File: config.mk
export PLATFORM = sky130hd
export DESIGN_NAME = nlb_lpbk
export DESIGN_NICKNAME = d
export VERILOG_FILES = /design/src/nlb_pkg.sv /design/src/nlb_csr.sv /design/src/nlb_lpbk.sv /design/src/nlb_rd_engine.sv /design/src/nlb_test_ctl.sv /design/src/nlb_wr_engine.sv
export VERILOG_INCLUDE_DIRS = /design/src
export SDC_FILE = /design/constraint.sdc
export NUM_CORES = 2
export LEC_CHECK = 0
export BUFFER_PORTS_ARGS = -buffer_cell sky130_fd_sc_hd__buf_2
export CORE_AREA = 3 3 521 523
export CTS_CLUSTER_DIAMETER = 80
export DETAILED_ROUTE_END_ITERATION = 8
export DIE_AREA = 0 0 524 526
export PLACE_DENSITY = 0.4
export SYNTH_ARGS = -nofsm -noshare
export SYNTH_HDL_FRONTEND = slang
export SYNTH_SLANG_ARGS = --single-unit
File: constraint.sdc
create_clock -name Clk_400 -period 10.9 [get_ports Clk_400]
set_input_delay 2.18 -clock Clk_400 [delete_from_list [all_inputs] [get_ports Clk_400]]
set_output_delay 2.18 -clock Clk_400 [all_outputs]
set_load 0.02 [all_outputs]
File: src/nlb_lpbk_settings.svh
/*
 * Widths, MMIO register offsets and the outstanding-read limit
 */
`ifndef NLB_LPBK_SETTINGS_SVH
`define NLB_LPBK_SETTINGS_SVH

// ----------------------------------------
// Bus widths
// ----------------------------------------
// Cache-line address, in lines
`define NLB_ADDR_W 42
`define NLB_DATA_W 512
`define NLB_TID_W 16
`define NLB_MMIO_AW 16
`define NLB_MMIO_DW 64
// Line index and response counters
`define NLB_CNT_W 32
// Holds 0..NLB_PEND_THRESH
`define NLB_PEND_W 4

// Reads in flight before the engine holds off
`define NLB_PEND_THRESH 7

// ----------------------------------------
// Register byte offsets
// ----------------------------------------
`define NLB_CSR_DFH 16'h0000
`define NLB_CSR_SCRATCH 16'h0100
`define NLB_CSR_SRC_ADDR 16'h0120
`define NLB_CSR_DST_ADDR 16'h0128
`define NLB_CSR_NUM_LINES 16'h0130
`define NLB_CSR_CTL 16'h0138
`define NLB_CSR_CFG 16'h0140
`define NLB_CSR_STATUS 16'h0160
`define NLB_CSR_COUNTS 16'h0168
`define NLB_CSR_CLOCKS 16'h0170

// AFU type, end of list, revision 1
`define NLB_DFH_VALUE 64'h1000_0100_0000_0001

`endif

File: src/nlb_pkg.sv
/*
 * Test mode encoding, control and config register views, MMIO word union
 */
`include "nlb_lpbk_settings.svh"

package nlb_pkg;

  // ----------------------------------------
  // Test modes, CFG bits 4:2
  // ----------------------------------------
  // Unlisted codes run as READ
  typedef enum logic [2:0]
  {
    LPBK1 = 3'd0,
    READ  = 3'd1,
    WRITE = 3'd2,
    TRPUT = 3'd3
  } nlb_mode_e;

  // CTL register view
  typedef struct packed
  {
    logic [`NLB_MMIO_DW-4:0] rsvd;
    // Ends the test as if all lines were done
    logic force_cmp;
    logic start;
    // Low holds the test logic in reset
    logic test_rst_n;
  } nlb_ctl_t;

  // CFG register view
  typedef struct packed
  {
    logic [`NLB_MMIO_DW-6:0] rsvd_hi;
    nlb_mode_e mode;
    logic [1:0] rsvd_lo;
  } nlb_cfg_t;

  // One MMIO write word, read as CTL or as CFG by offset
  typedef union packed
  {
    logic [`NLB_MMIO_DW-1:0] raw;
    nlb_ctl_t ctl;
    nlb_cfg_t cfg;
  } nlb_csr_word_u;

endpackage

File: src/nlb_csr.sv
/*
 * MMIO register block: decode, configuration registers, write lock
 * and one-cycle status readback
 */
`timescale 1ns/1ps
`include "nlb_lpbk_settings.svh"

module nlb_csr
(
  input  logic                    Clk_400,
  input  logic                    rst_n,
  input  logic                    mmio_wr_valid,
  input  logic                    mmio_rd_valid,
  input  logic [`NLB_MMIO_AW-1:0] mmio_addr,
  input  logic [`NLB_TID_W-1:0]   mmio_tid,
  input  logic [`NLB_MMIO_DW-1:0] mmio_wdata,
  input  logic                    test_done,
  input  logic [`NLB_CNT_W-1:0]   num_reads,
  input  logic [`NLB_CNT_W-1:0]   num_writes,
  input  logic [63:0]             num_clocks,
  output logic                    mmio_rsp_valid,
  output logic [`NLB_TID_W-1:0]   mmio_rsp_tid,
  output logic [`NLB_MMIO_DW-1:0] mmio_rsp_data,
  output nlb_pkg::nlb_ctl_t       ctl,
  output nlb_pkg::nlb_cfg_t       cfg,
  output logic [`NLB_ADDR_W-1:0]  src_addr,
  output logic [`NLB_ADDR_W-1:0]  dst_addr,
  output logic [`NLB_CNT_W-1:0]   num_lines
);
  import nlb_pkg::*;

  nlb_csr_word_u wdata_u;
  logic [`NLB_MMIO_DW-1:0] scratch;
  logic [`NLB_MMIO_DW-1:0] src_reg;
  logic [`NLB_MMIO_DW-1:0] dst_reg;
  logic [`NLB_MMIO_DW-1:0] rd_data;
  logic cfg_wr_en;

  assign wdata_u = mmio_wdata;

  // Setup registers are frozen while the test runs
  assign cfg_wr_en = mmio_wr_valid & ~(ctl.test_rst_n & ctl.start);

  // Engines take line addresses from the low bits
  assign src_addr = src_reg[`NLB_ADDR_W-1:0];
  assign dst_addr = dst_reg[`NLB_ADDR_W-1:0];

  // ----------------------------------------
  // Register writes
  // ----------------------------------------
  always_ff @(posedge Clk_400)
  begin
    if (!rst_n)
    begin
      src_reg   <= '0;
      dst_reg   <= '0;
      num_lines <= '0;
      ctl       <= '0;
      cfg       <= '0;
    end
    else
    begin
      // CTL is never locked, so a running test can be stopped
      if (mmio_wr_valid && mmio_addr == `NLB_CSR_CTL)
        ctl <= wdata_u.ctl;
      if (cfg_wr_en)
      begin
        case (mmio_addr)
          `NLB_CSR_SRC_ADDR:  src_reg   <= wdata_u.raw;
          `NLB_CSR_DST_ADDR:  dst_reg   <= wdata_u.raw;
          `NLB_CSR_NUM_LINES: num_lines <= wdata_u.raw[`NLB_CNT_W-1:0];
          `NLB_CSR_CFG:       cfg       <= wdata_u.cfg;
          default:            ;
        endcase
      end
    end
  end

  // Scratchpad holds whatever software left there
  always_ff @(posedge Clk_400)
  begin
    if (cfg_wr_en && mmio_addr == `NLB_CSR_SCRATCH)
      scratch <= wdata_u.raw;
  end

  // ----------------------------------------
  // Readback mux
  // ----------------------------------------
  always_comb
  begin
    case (mmio_addr)
      `NLB_CSR_DFH:       rd_data = `NLB_DFH_VALUE;
      `NLB_CSR_SCRATCH:   rd_data = scratch;
      `NLB_CSR_SRC_ADDR:  rd_data = src_reg;
      `NLB_CSR_DST_ADDR:  rd_data = dst_reg;
      `NLB_CSR_NUM_LINES: rd_data = {{(`NLB_MMIO_DW-`NLB_CNT_W){1'b0}}, num_lines};
      `NLB_CSR_CTL:       rd_data = ctl;
      `NLB_CSR_CFG:       rd_data = cfg;
      // Bit 0 is the completion flag
      `NLB_CSR_STATUS:    rd_data = {{(`NLB_MMIO_DW-1){1'b0}}, test_done};
      // Writes in the upper half, reads in the lower
      `NLB_CSR_COUNTS:    rd_data = {num_writes, num_reads};
      `NLB_CSR_CLOCKS:    rd_data = num_clocks;
      default:            rd_data = '0;
    endcase
  end

  // Response one cycle after the read strobe
  always_ff @(posedge Clk_400)
  begin
    if (!rst_n)
      mmio_rsp_valid <= 1'b0;
    else
      mmio_rsp_valid <= mmio_rd_valid;
  end

  always_ff @(posedge Clk_400)
  begin
    mmio_rsp_tid  <= mmio_tid;
    mmio_rsp_data <= rd_data;
  end

  // Host sees no response it did not ask for
  a_rsp_after_rd: assert property (@(posedge Clk_400) disable iff (!rst_n)
    mmio_rsp_valid |-> $past(mmio_rd_valid));

endmodule

File: src/nlb_lpbk.sv
/*
 * Native loopback top: register block, test control, read and write engines
 */
`timescale 1ns/1ps
`include "nlb_lpbk_settings.svh"

module nlb_lpbk
(
  input  logic                    Clk_400,
  input  logic                    rst_n,
  // MMIO from host
  input  logic                    mmio_wr_valid,
  input  logic                    mmio_rd_valid,
  input  logic [`NLB_MMIO_AW-1:0] mmio_addr,
  input  logic [`NLB_TID_W-1:0]   mmio_tid,
  input  logic [`NLB_MMIO_DW-1:0] mmio_wdata,
  output logic                    mmio_rsp_valid,
  output logic [`NLB_TID_W-1:0]   mmio_rsp_tid,
  output logic [`NLB_MMIO_DW-1:0] mmio_rsp_data,
  // Read channel
  output logic                    rd_req_valid,
  output logic [`NLB_ADDR_W-1:0]  rd_req_addr,
  output logic [`NLB_TID_W-1:0]   rd_req_tid,
  input  logic                    rd_almfull,
  input  logic                    rd_rsp_valid,
  input  logic [`NLB_TID_W-1:0]   rd_rsp_tid,
  input  logic [`NLB_DATA_W-1:0]  rd_rsp_data,
  // Write channel
  output logic                    wr_req_valid,
  output logic [`NLB_ADDR_W-1:0]  wr_req_addr,
  output logic [`NLB_TID_W-1:0]   wr_req_tid,
  output logic [`NLB_DATA_W-1:0]  wr_req_data,
  input  logic                    wr_almfull,
  input  logic                    wr_rsp_valid,
  input  logic [`NLB_TID_W-1:0]   wr_rsp_tid
);
  import nlb_pkg::*;

  // ----------------------------------------
  // Internal wires
  // ----------------------------------------
  nlb_ctl_t ctl;
  nlb_cfg_t cfg;
  logic [`NLB_ADDR_W-1:0] src_addr;
  logic [`NLB_ADDR_W-1:0] dst_addr;
  logic [`NLB_CNT_W-1:0] num_lines;
  logic [`NLB_CNT_W-1:0] num_reads;
  logic [`NLB_CNT_W-1:0] num_writes;
  logic [63:0] num_clocks;
  logic start;
  logic rd_run;
  logic wr_copy;
  logic wr_pattern;
  logic test_done;
  // Read data on its way to the copy path
  logic rd_done_valid;
  logic [`NLB_TID_W-1:0] rd_done_tid;
  logic [`NLB_DATA_W-1:0] rd_done_data;

  nlb_csr nlb_csr_i
  (
    .Clk_400, .rst_n,
    .mmio_wr_valid, .mmio_rd_valid, .mmio_addr, .mmio_tid, .mmio_wdata,
    .test_done, .num_reads, .num_writes, .num_clocks,
    .mmio_rsp_valid, .mmio_rsp_tid, .mmio_rsp_data,
    .ctl, .cfg, .src_addr, .dst_addr, .num_lines
  );

  nlb_test_ctl nlb_test_ctl_i
  (
    .Clk_400, .rst_n, .ctl, .cfg, .num_lines,
    .rd_rsp_count (num_reads),
    .wr_rsp_count (num_writes),
    .start, .rd_run, .wr_copy, .wr_pattern, .test_done, .num_clocks
  );

  nlb_rd_engine nlb_rd_engine_i
  (
    .Clk_400, .rst_n, .start, .rd_run, .wr_copy, .test_done,
    .src_addr, .num_lines, .rd_almfull, .wr_almfull,
    .rd_rsp_valid, .rd_rsp_tid, .rd_rsp_data,
    .rd_req_valid, .rd_req_addr, .rd_req_tid,
    .rd_done_valid, .rd_done_tid, .rd_done_data, .num_reads
  );

  nlb_wr_engine nlb_wr_engine_i
  (
    .Clk_400, .rst_n, .start, .wr_copy, .wr_pattern, .test_done,
    .dst_addr, .num_lines, .wr_almfull,
    .rd_done_valid, .rd_done_tid, .rd_done_data,
    .wr_rsp_valid, .wr_rsp_tid,
    .wr_req_valid, .wr_req_addr, .wr_req_tid, .wr_req_data, .num_writes
  );

endmodule

File: src/nlb_rd_engine.sv
/*
 * Read engine: source-line reads under the outstanding limit, response forwarding
 */
`timescale 1ns/1ps
`include "nlb_lpbk_settings.svh"

module nlb_rd_engine
(
  input  logic                   Clk_400,
  input  logic                   rst_n,
  input  logic                   start,
  input  logic                   rd_run,
  input  logic                   wr_copy,
  input  logic                   test_done,
  input  logic [`NLB_ADDR_W-1:0] src_addr,
  input  logic [`NLB_CNT_W-1:0]  num_lines,
  input  logic                   rd_almfull,
  input  logic                   wr_almfull,
  input  logic                   rd_rsp_valid,
  input  logic [`NLB_TID_W-1:0]  rd_rsp_tid,
  input  logic [`NLB_DATA_W-1:0] rd_rsp_data,
  output logic                   rd_req_valid,
  output logic [`NLB_ADDR_W-1:0] rd_req_addr,
  output logic [`NLB_TID_W-1:0]  rd_req_tid,
  output logic                   rd_done_valid,
  output logic [`NLB_TID_W-1:0]  rd_done_tid,
  output logic [`NLB_DATA_W-1:0] rd_done_data,
  output logic [`NLB_CNT_W-1:0]  num_reads
);

  logic active;
  logic [`NLB_CNT_W-1:0] line_idx;
  logic [`NLB_PEND_W-1:0] pend;

  // Copy mode also waits on the write side, data goes straight there
  assign rd_req_valid = active & rd_run & ~test_done & (line_idx < num_lines)
                      & (pend < `NLB_PEND_THRESH) & ~rd_almfull
                      & ~(wr_copy & wr_almfull);
  assign rd_req_addr  = src_addr + `NLB_ADDR_W'(line_idx);
  assign rd_req_tid   = line_idx[`NLB_TID_W-1:0];

  always_ff @(posedge Clk_400)
  begin
    if (!rst_n)
    begin
      active    <= 1'b0;
      line_idx  <= '0;
      pend      <= '0;
      num_reads <= '0;
    end
    else if (!rd_run)
    begin
      active    <= 1'b0;
      num_reads <= '0;
    end
    else if (start)
    begin
      active    <= 1'b1;
      line_idx  <= '0;
      pend      <= '0;
      num_reads <= '0;
    end
    else
    begin
      if (rd_req_valid)
        line_idx <= line_idx + 1'b1;
      // One in, one out
      pend <= pend + `NLB_PEND_W'(rd_req_valid) - `NLB_PEND_W'(rd_rsp_valid);
      // Counts freeze at done
      if (rd_rsp_valid && !test_done)
        num_reads <= num_reads + 1'b1;
    end
  end

  // ----------------------------------------
  // Response forwarding to the write engine
  // ----------------------------------------
  always_ff @(posedge Clk_400)
  begin
    if (!rst_n)
      rd_done_valid <= 1'b0;
    else
      rd_done_valid <= rd_rsp_valid & rd_run;
  end

  always_ff @(posedge Clk_400)
  begin
    rd_done_tid  <= rd_rsp_tid;
    rd_done_data <= rd_rsp_data;
  end

  a_pend_limit: assert property (@(posedge Clk_400) disable iff (!rst_n)
    pend <= `NLB_PEND_THRESH);
  a_no_rd_almfull: assert property (@(posedge Clk_400) disable iff (!rst_n)
    rd_req_valid |-> !rd_almfull);

endmodule

File: src/nlb_test_ctl.sv
/*
 * Test control: start edge, mode decode, completion and clock counter
 */
`timescale 1ns/1ps
`include "nlb_lpbk_settings.svh"

module nlb_test_ctl
(
  input  logic                  Clk_400,
  input  logic                  rst_n,
  input  nlb_pkg::nlb_ctl_t     ctl,
  input  nlb_pkg::nlb_cfg_t     cfg,
  input  logic [`NLB_CNT_W-1:0] num_lines,
  input  logic [`NLB_CNT_W-1:0] rd_rsp_count,
  input  logic [`NLB_CNT_W-1:0] wr_rsp_count,
  output logic                  start,
  output logic                  rd_run,
  output logic                  wr_copy,
  output logic                  wr_pattern,
  output logic                  test_done,
  output logic [63:0]           num_clocks
);
  import nlb_pkg::*;

  logic run;
  logic run_q;
  logic done_q;
  logic all_done;

  // Test runs while out of test reset and started
  assign run   = ctl.test_rst_n & ctl.start;
  assign start = run & ~run_q;

  // Force only counts once the run is under way
  assign test_done = done_q | (run & run_q & ctl.force_cmp);

  // ----------------------------------------
  // Mode decode
  // ----------------------------------------
  always_comb
  begin
    rd_run     = 1'b0;
    wr_copy    = 1'b0;
    wr_pattern = 1'b0;
    all_done   = (rd_rsp_count == num_lines);
    case (cfg.mode)
      LPBK1:
      begin
        rd_run   = run;
        wr_copy  = run;
        all_done = (wr_rsp_count == num_lines);
      end
      WRITE:
      begin
        wr_pattern = run;
        all_done   = (wr_rsp_count == num_lines);
      end
      // Both streams must drain
      TRPUT:
      begin
        rd_run     = run;
        wr_pattern = run;
        all_done   = (wr_rsp_count == num_lines) && (rd_rsp_count == num_lines);
      end
      // READ and the unused codes
      default: rd_run = run;
    endcase
  end

  // Done and clocks hold only while the test is enabled
  always_ff @(posedge Clk_400)
  begin
    if (!rst_n)
    begin
      run_q      <= 1'b0;
      done_q     <= 1'b0;
      num_clocks <= '0;
    end
    else
    begin
      run_q <= run;
      if (!run)
      begin
        done_q     <= 1'b0;
        num_clocks <= '0;
      end
      else
      begin
        if (all_done)
          done_q <= 1'b1;
        // Counts from the start pulse up to done
        if (!test_done)
          num_clocks <= num_clocks + 64'd1;
      end
    end
  end

  // A new run always begins from a cleared done flag
  a_start_not_done: assert property (@(posedge Clk_400) disable iff (!rst_n)
    start |-> !test_done);

endmodule

File: src/nlb_wr_engine.sv
/*
 * Write engine: copy writes from read responses or pattern writes,
 * write-response counting
 */
`timescale 1ns/1ps
`include "nlb_lpbk_settings.svh"

module nlb_wr_engine
(
  input  logic                   Clk_400,
  input  logic                   rst_n,
  input  logic                   start,
  input  logic                   wr_copy,
  input  logic                   wr_pattern,
  input  logic                   test_done,
  input  logic [`NLB_ADDR_W-1:0] dst_addr,
  input  logic [`NLB_CNT_W-1:0]  num_lines,
  input  logic                   wr_almfull,
  input  logic                   rd_done_valid,
  input  logic [`NLB_TID_W-1:0]  rd_done_tid,
  input  logic [`NLB_DATA_W-1:0] rd_done_data,
  input  logic                   wr_rsp_valid,
  input  logic [`NLB_TID_W-1:0]  wr_rsp_tid,
  output logic                   wr_req_valid,
  output logic [`NLB_ADDR_W-1:0] wr_req_addr,
  output logic [`NLB_TID_W-1:0]  wr_req_tid,
  output logic [`NLB_DATA_W-1:0] wr_req_data,
  output logic [`NLB_CNT_W-1:0]  num_writes
);

  logic wr_run;
  logic pat_active;
  logic [`NLB_CNT_W-1:0] pat_idx;
  logic copy_issue;
  logic pat_issue;

  assign wr_run = wr_copy | wr_pattern;

  // Copy writes go out as soon as the read data lands
  assign copy_issue = wr_copy & rd_done_valid & ~test_done;

  // Pattern writes back off on almost-full
  assign pat_issue = wr_pattern & pat_active & ~test_done
                   & (pat_idx < num_lines) & ~wr_almfull;

  // ----------------------------------------
  // Request mux
  // ----------------------------------------
  always_comb
  begin
    if (wr_copy)
    begin
      wr_req_valid = copy_issue;
      wr_req_addr  = dst_addr + `NLB_ADDR_W'(rd_done_tid);
      wr_req_tid   = rd_done_tid;
      wr_req_data  = rd_done_data;
    end
    else
    begin
      wr_req_valid = pat_issue;
      wr_req_addr  = dst_addr + `NLB_ADDR_W'(pat_idx);
      wr_req_tid   = pat_idx[`NLB_TID_W-1:0];
      // Line index repeated in every dword
      wr_req_data  = {(`NLB_DATA_W/32){pat_idx}};
    end
  end

  // ----------------------------------------
  // Pattern index and response count
  // ----------------------------------------
  always_ff @(posedge Clk_400)
  begin
    if (!rst_n)
    begin
      pat_active <= 1'b0;
      pat_idx    <= '0;
      num_writes <= '0;
    end
    else if (!wr_run)
    begin
      pat_active <= 1'b0;
      num_writes <= '0;
    end
    else if (start)
    begin
      // Pattern generation arms one cycle after start
      pat_active <= wr_pattern;
      pat_idx    <= '0;
      num_writes <= '0;
    end
    else
    begin
      if (pat_issue)
        pat_idx <= pat_idx + 1'b1;
      if (wr_rsp_valid && !test_done)
        num_writes <= num_writes + 1'b1;
    end
  end

  a_no_pat_almfull: assert property (@(posedge Clk_400) disable iff (!rst_n)
    (wr_pattern && wr_req_valid) |-> !wr_almfull);

  // Host only acknowledges lines that belong to the test
  a_rsp_tid_range: assert property (@(posedge Clk_400) disable iff (!rst_n)
    (wr_run && wr_rsp_valid) |-> (`NLB_CNT_W'(wr_rsp_tid) < num_lines));

endmodule

# Yosys cells after proc, flatten, opt, wreduce, memory -nomap -nowiden
# Index checks and enable logic that the tools add are counted.
word_totals:
  reg_bits: 1162
  in_bits: 648
  out_inout_bits: 711
  wordCells: 120
op_classes:
  n_addsub: 10
  order_cmp: 3
  eq_ne: 13
  n_mux: 14
  bitwise: 30
  n_reduce_logical: 23
ops:
  columns: ["operator", "n"]
  rows:
  - ["case mux 64 bit (10 select lines)", 1]
  - ["two-way mux 512 bit", 1]
  - ["equality test 16 x 9 -> 1 bit (second input constant)", 9]
  - ["adder 32 x 1 -> 32 bit (second input constant)", 4]
  - ["two-way mux 32 bit", 4]
  - ["adder 42 x 32 -> 42 bit", 2]
  - ["adder 64 x 1 -> 64 bit (second input constant)", 1]
  - ["equality test 32 bit", 2]
  - ["less-than comparator 32 bit", 2]
  - ["adder 42 x 16 -> 42 bit", 1]
  - ["two-way mux 42 bit", 1]
  - ["AND 1 bit", 19]
  - ["AND reduction 2 bit", 9]
  - ["logical NOT 16 bit", 1]
  - ["two-way mux 16 bit", 1]
  - ["inverter 1 bit", 9]
  - ["equality test 3 x 2 -> 1 bit (second input constant)", 2]
  - ["OR reduction 3 bit", 2]
  - ["logical AND 1 bit", 5]
  - ["adder 4 x 1 -> 4 bit", 1]
  - ["less-than comparator 4 x 3 -> 1 bit (second input constant)", 1]
  - ["two-way mux 1 bit", 4]
  - ["two-way mux 4 bit", 1]
  - ["nonzero test 2 bit", 2]
  - ["6 further kinds", 8]

# Longest topological paths before layout
logic_depth:
  word_depth: 13
  mapped_depth: 19
  depth_no_buf: 16

# By module
# Synthesis repeated with hierarchy kept, for this count alone.
hier_totals:
  hier_cells: 5728
  hier_area_um2: 48998.2
by_module_without_submodules:
  columns: ["mod", "n_inst", "cells_per_inst", "area_per_inst_um2", "seq_area_each_um2"]
  rows:
  - ["nlb_csr", 1, 1923, 17740.8, 9308.9]
  - ["nlb_rd_engine", 1, 1349, 16933.7, 11971.5]
  - ["nlb_wr_engine", 1, 1985, 10425.0, 1301.2]
  - ["nlb_test_ctl", 1, 471, 3898.7, 1321.3]

# Worst setup path before layout
# OpenSTA, ideal clock, no wires.
synth_timing:
  kind: "register to output"
  from: "register nlb_csr_i.ctl[0] (netlist name)"
  to: "output port wr_req_addr[36]"
  arrival_time_ps: 4794
  required_ps: 8720
  path_slack_ps: 3926
  path_stages_with_launch: 20
  n_path_buf: 4
  path_cell_list: "dfxtp_1 -> nand2_1 -> nor4_1 -> buf_2 -> buf_2 -> clkbuf_1 -> clkbuf_1 -> a21o_1 -> ha_1 -> inv_1 -> fa_1 -> nand2b_1 -> a21oi_1 -> o211ai_1 -> a211oi_1 -> nor2_1 -> o31a_1 -> o21a_1 -> nor2_1 -> xor2_1"
synth_between:
  elab_chain_cells: 3
synth_lines:
  columns: ["item", "line", "rtl"]
  rows:
  - ["AND 1 bit", "nlb_test_ctl.sv:31", "assign run = ctl.test_rst_n & ctl.start;"]
  - ["two-way mux 1 bit", "nlb_test_ctl.sv:46", "case (cfg.mode)"]
  - ["two-way mux 42 bit", "nlb_wr_engine.sv:51", "if (wr_copy)"]
  - ["end, declared", "nlb_lpbk.sv:30", "output logic [`NLB_ADDR_W-1:0] wr_req_addr,"]
# No other way between the ends.

# Final worst setup path
layout_timing:
  from: "register nlb_csr_i.ctl[0] (netlist name)"
  to: "output port wr_req_addr[41]"
layout_between:
  elab_chain_cells: 3
layout_lines:
  columns: ["item", "line"]
  rows:
  - ["AND 1 bit", "nlb_test_ctl.sv:31"]
  - ["two-way mux 1 bit", "nlb_test_ctl.sv:46"]
  - ["two-way mux 42 bit", "nlb_wr_engine.sv:51"]
# No other way between the ends.

==> results.py <==
metrics = {
    "run_status": {
        "run_status": "finished, violations left",
        "violations": "DRC",
    },
    "pwr": {
        "p_per_area_nw_per_um2": 163.9,
        "finalPower_mw": 10.40,
        "max-vdd-ir-drop_v": 0.0001326,
        "cellLeakagePower_nw": 31.50,
    },
    "timing": {
        "relSlewSlack_pct": 5.649,
        "slew_viol_final": 0,
        "worstMarginPinSlew_ns": 1.415,
        "fmaxAchievable_mhz": 109.4,
        "clock_skew_ns": 0.08381,
        "timing.setup.tns_ns": 0,
        "period_minus_slack_ns": 9.142,
        "setup_violations": 0,
        "period_share_pct": 83.87,
        "rsz0062_at_grt": "no",
        "hold_violations": 0,
    },
    "grt": {
        "antenna_found_initial": 395,
        "grt_first_pass_wirelength_um": 506600,
        "first_global_vias": 43040,
        "track_usage_pct": 28.55,
        "grt_start_max_net_pins": 102,
        "grt_remaining_overflow": 0,
    },
    "yosys": {
        "synthDistinctLibCells": 79,
        "ys_seq_area_share_pct": 51.22,
        "ys_seq_elements": 1162,
        "synth_fp_nets": 5642,
        "synth_area_leader_cell": "dfxtp_1",
        "synth_enable_flop_cells": 64,
        "yosys-top-cells-count": "dfxtp_1 (1098), nand2_1 (733), a21o_1 (582), clkbuf_1 (264), nor2_1 (221)",
        "synthTopCellsByArea": "dfxtp_1 (47%), a21o_1 (9.4%), nand2_1 (5.9%)",
        "yosys_warnings": 0,
        "netlist_instances": 4855,
        "synthArstFlopShare_pct": 0,
        "synth_most_common_cell": "dfxtp_1",
        "synth.top_cell.area_share_pct": 47.10,
        "yosys_most_used_dff": "dfxtp_1",
        "syn_avg_cell_area_um2": 9.613,
        "syn-cell-area_um2": 46670,
    },
    "floorplan": {
        "coreArea_um2": 267400,
        "rows": 190,
        "die_width_um": 524,
        "die_area_um2": 275600,
        "die_h_um": 526,
        "ioPinCount": 1359,
        "start_util_pct": 17.45,
    },
    "clock_network": {
        "post_cts_buffers": 0,
        "cts.path.max_buffers": 4,
        "cts_resized": 0,
        "clock_latency_ns": 0.86,
        "htreeDepth": 4,
        "hold_buffers": 0,
        "cts_root_buf": "clkbuf_16",
        "cts_tree": "yes",
        "cts_buffers": 171,
        "clk_pin_slew_worst_paths_ns": 0.06,
        "cts_sinks": 1162,
    },
    "setup_path": {
        "r2r_slack_ns": 6.29,
        "crit_required_ns": 8.72,
        "critPathTopFamily": "compound AO/OA/AOI/OAI gates",
        "crit_fanout": 78,
        "worstReg2RegStart": "nlb_csr_i.num_lines[22]",
        "rr_worst_depth": 11,
        "slowest_delay_ns": 0.83,
        "path_cells": "nand2_1 -> nor4_2 -> buf_4 -> buf_4 -> a21o_1 -> ha_1 -> and2_1 -> a311o_1 -> o31a_1 -> o2111ai_1 -> a21oi_1 -> o221ai_1 -> o21ai_0 -> nand2_1 -> xnor2_1 -> buf_2",
        "crit_slowest_cell": "buf_4",
        "regToRegEndpoint": "nlb_wr_engine_i.pat_idx[29]",
        "critPathArrivalTime_ns": 6.96,
        "critPathKind": "reg -> out",
        "crit_buf_inv": 3,
        "critPathCaptureType": "primary output",
        "cp-start-kind": "flip-flop",
    },
    "route": {
        "vias": 46190,
        "wire_per_inst_um": 41.02,
        "drcViolationCount": 5,
        "drt_iter0_drc": 4658,
        "avgViaCountPerCell": 4.628,
        "drt_wl_total_um": 409400,
        "dr.pass1.iters": 9,
        "antenna_left": 0,
    },
    "worst_hold_path": {
        "worstHoldStart": "nlb_csr_i.src_reg[46]",
        "hold_class": "reg -> reg",
        "holdPathStages": 2,
        "hold_path_end": "nlb_csr_i.src_reg[46]",
    },
    "layout": {
        "finish.net_count": 6901,
        "drive_gt1_share_pct": 28.14,
        "regMostFlops": "nlb_rd_engine_i.rd_done_data",
        "largest_register_ffs": 512,
        "synthToLayoutAreaGrowth_pct": 35.90,
        "postLayoutCoreUtil_pct": 23.71,
    },
    "place": {
        "gp_congestion": 1.006,
        "portBuffers": 1342,
        "dp_hpwl_um": 337100,
    },
    "job": {
        "max_cap_viol_count": 0,
    },
}
layout by cell type, fill, tap and decap left out, types with 30 or more instances in the layout:
cell	Yosys	layout
and3_1	54	52
ha_1	136	136
inv_1	85	85
clkbuf_1	264	37
a21o_1	582	582
a222oi_1	90	90
xor2_1	191	191
dfxtp_1	1098	1098
a21boi_0	181	181
o21ai_0	107	107
diode_2	0	188
nand4_1	53	53
buf_2	37	1341
a22oi_1	94	94
a21boi_1	113	113
buf_4	16	85
nand3_1	171	170
xnor2_1	74	74
nand2_1	733	732
clkbuf_16	0	172
nor2_1	221	213
or3_1	30	30
edfxtp_1	64	64
a21oi_1	129	129
logic make-up (layout without fill, tap and decap cells):
family | count (synthesis) | count (layout) | synth area share, %
other | 0 | 188 | 0
AND/OR/NAND/NOR | 1444 | 1444 | 14.07
flip-flops | 1162 | 1162 | 51.22
adder cells (fa/ha/maj) | 139 | 139 | 3.775
multiplexers | 5 | 5 | 0.1072
AO/OA/AOI/OAI | 1414 | 1414 | 22.11
buffers and inverters | 426 | 1811 | 3.751
XOR/XNOR | 265 | 265 | 4.973
power by group:
group,internal (mW),switching (mW),leakage (nW),total [mW]
Sequential,4.39,0.0863,9.63,4.48
Clock,3.40,2.27,2.73,5.67
Combinational,0.105,0.142,19.1,0.246
per-stage QoR:
step / std cells / area [um^2] / setup slack [ns] / hold slack [ns]
2_1_floorplan: 4855 / 46670 / 3.926 / 0.4301
3_3_place_gp: 9493 / 57400 / 2.670 / 0.4351
3_5_place_dp: 9493 / 57400 / 2.702 / 0.4444
4_1_cts: 9792 / 62950 / 1.735 / 0.4508
5_1_grt: 9902 / 63230 / 1.443 / 0.4730
6_report: 9980 / 63420 / 1.758 / 0.4485
worst max-delay path by stage:
stage | from | to | depth (start not counted)
2_1_floorplan | nlb_csr_i.ctl[0] | wr_req_addr[36] | 19
3_3_place_gp | nlb_csr_i.ctl[0] | wr_req_addr[41] | 17
3_5_place_dp | nlb_csr_i.ctl[0] | wr_req_addr[41] | 16
4_1_cts | nlb_csr_i.ctl[0] | wr_req_addr[41] | 17
5_1_grt | nlb_csr_i.ctl[0] | wr_req_addr[41] | 16
6_report | nlb_csr_i.ctl[0] | wr_req_addr[41] | 16
cell type report:
| type | count | area (um^2) |
|---|---|---|
| Sequential cell | 1162 | 23900 |
| Fill cell | 29480 | 204000 |
| Antenna cell | 188 | 470.5 |
| Tap cell | 3552 | 4444 |
| Inverter | 85 | 319.1 |
| Clock buffer | 234 | 4787 |
| Multi-Input combinational cell | 3267 | 21370 |
| Timing Repair Buffer | 1427 | 7361 |
| Clock inverter | 65 | 770.7 |
worst reg2reg max path: cells and delay by family, from the launching register on:
family / cells / cell delay [ns]
fa+ha+maj: 1 / 0.41
compound gates: 3 / 1.26
buf+inv: 2 / 0.60
flops: 1 / 0.68
simple gates: 5 / 1.47
metal layers:
metal	global-route usage [%]	part of all wire, %
met5	0	0.13
met4	11.35	4.9
met3	6.340	6.6
met2	47.56	47
met1	35.48	41
Power figures use the tool's default switching activity.
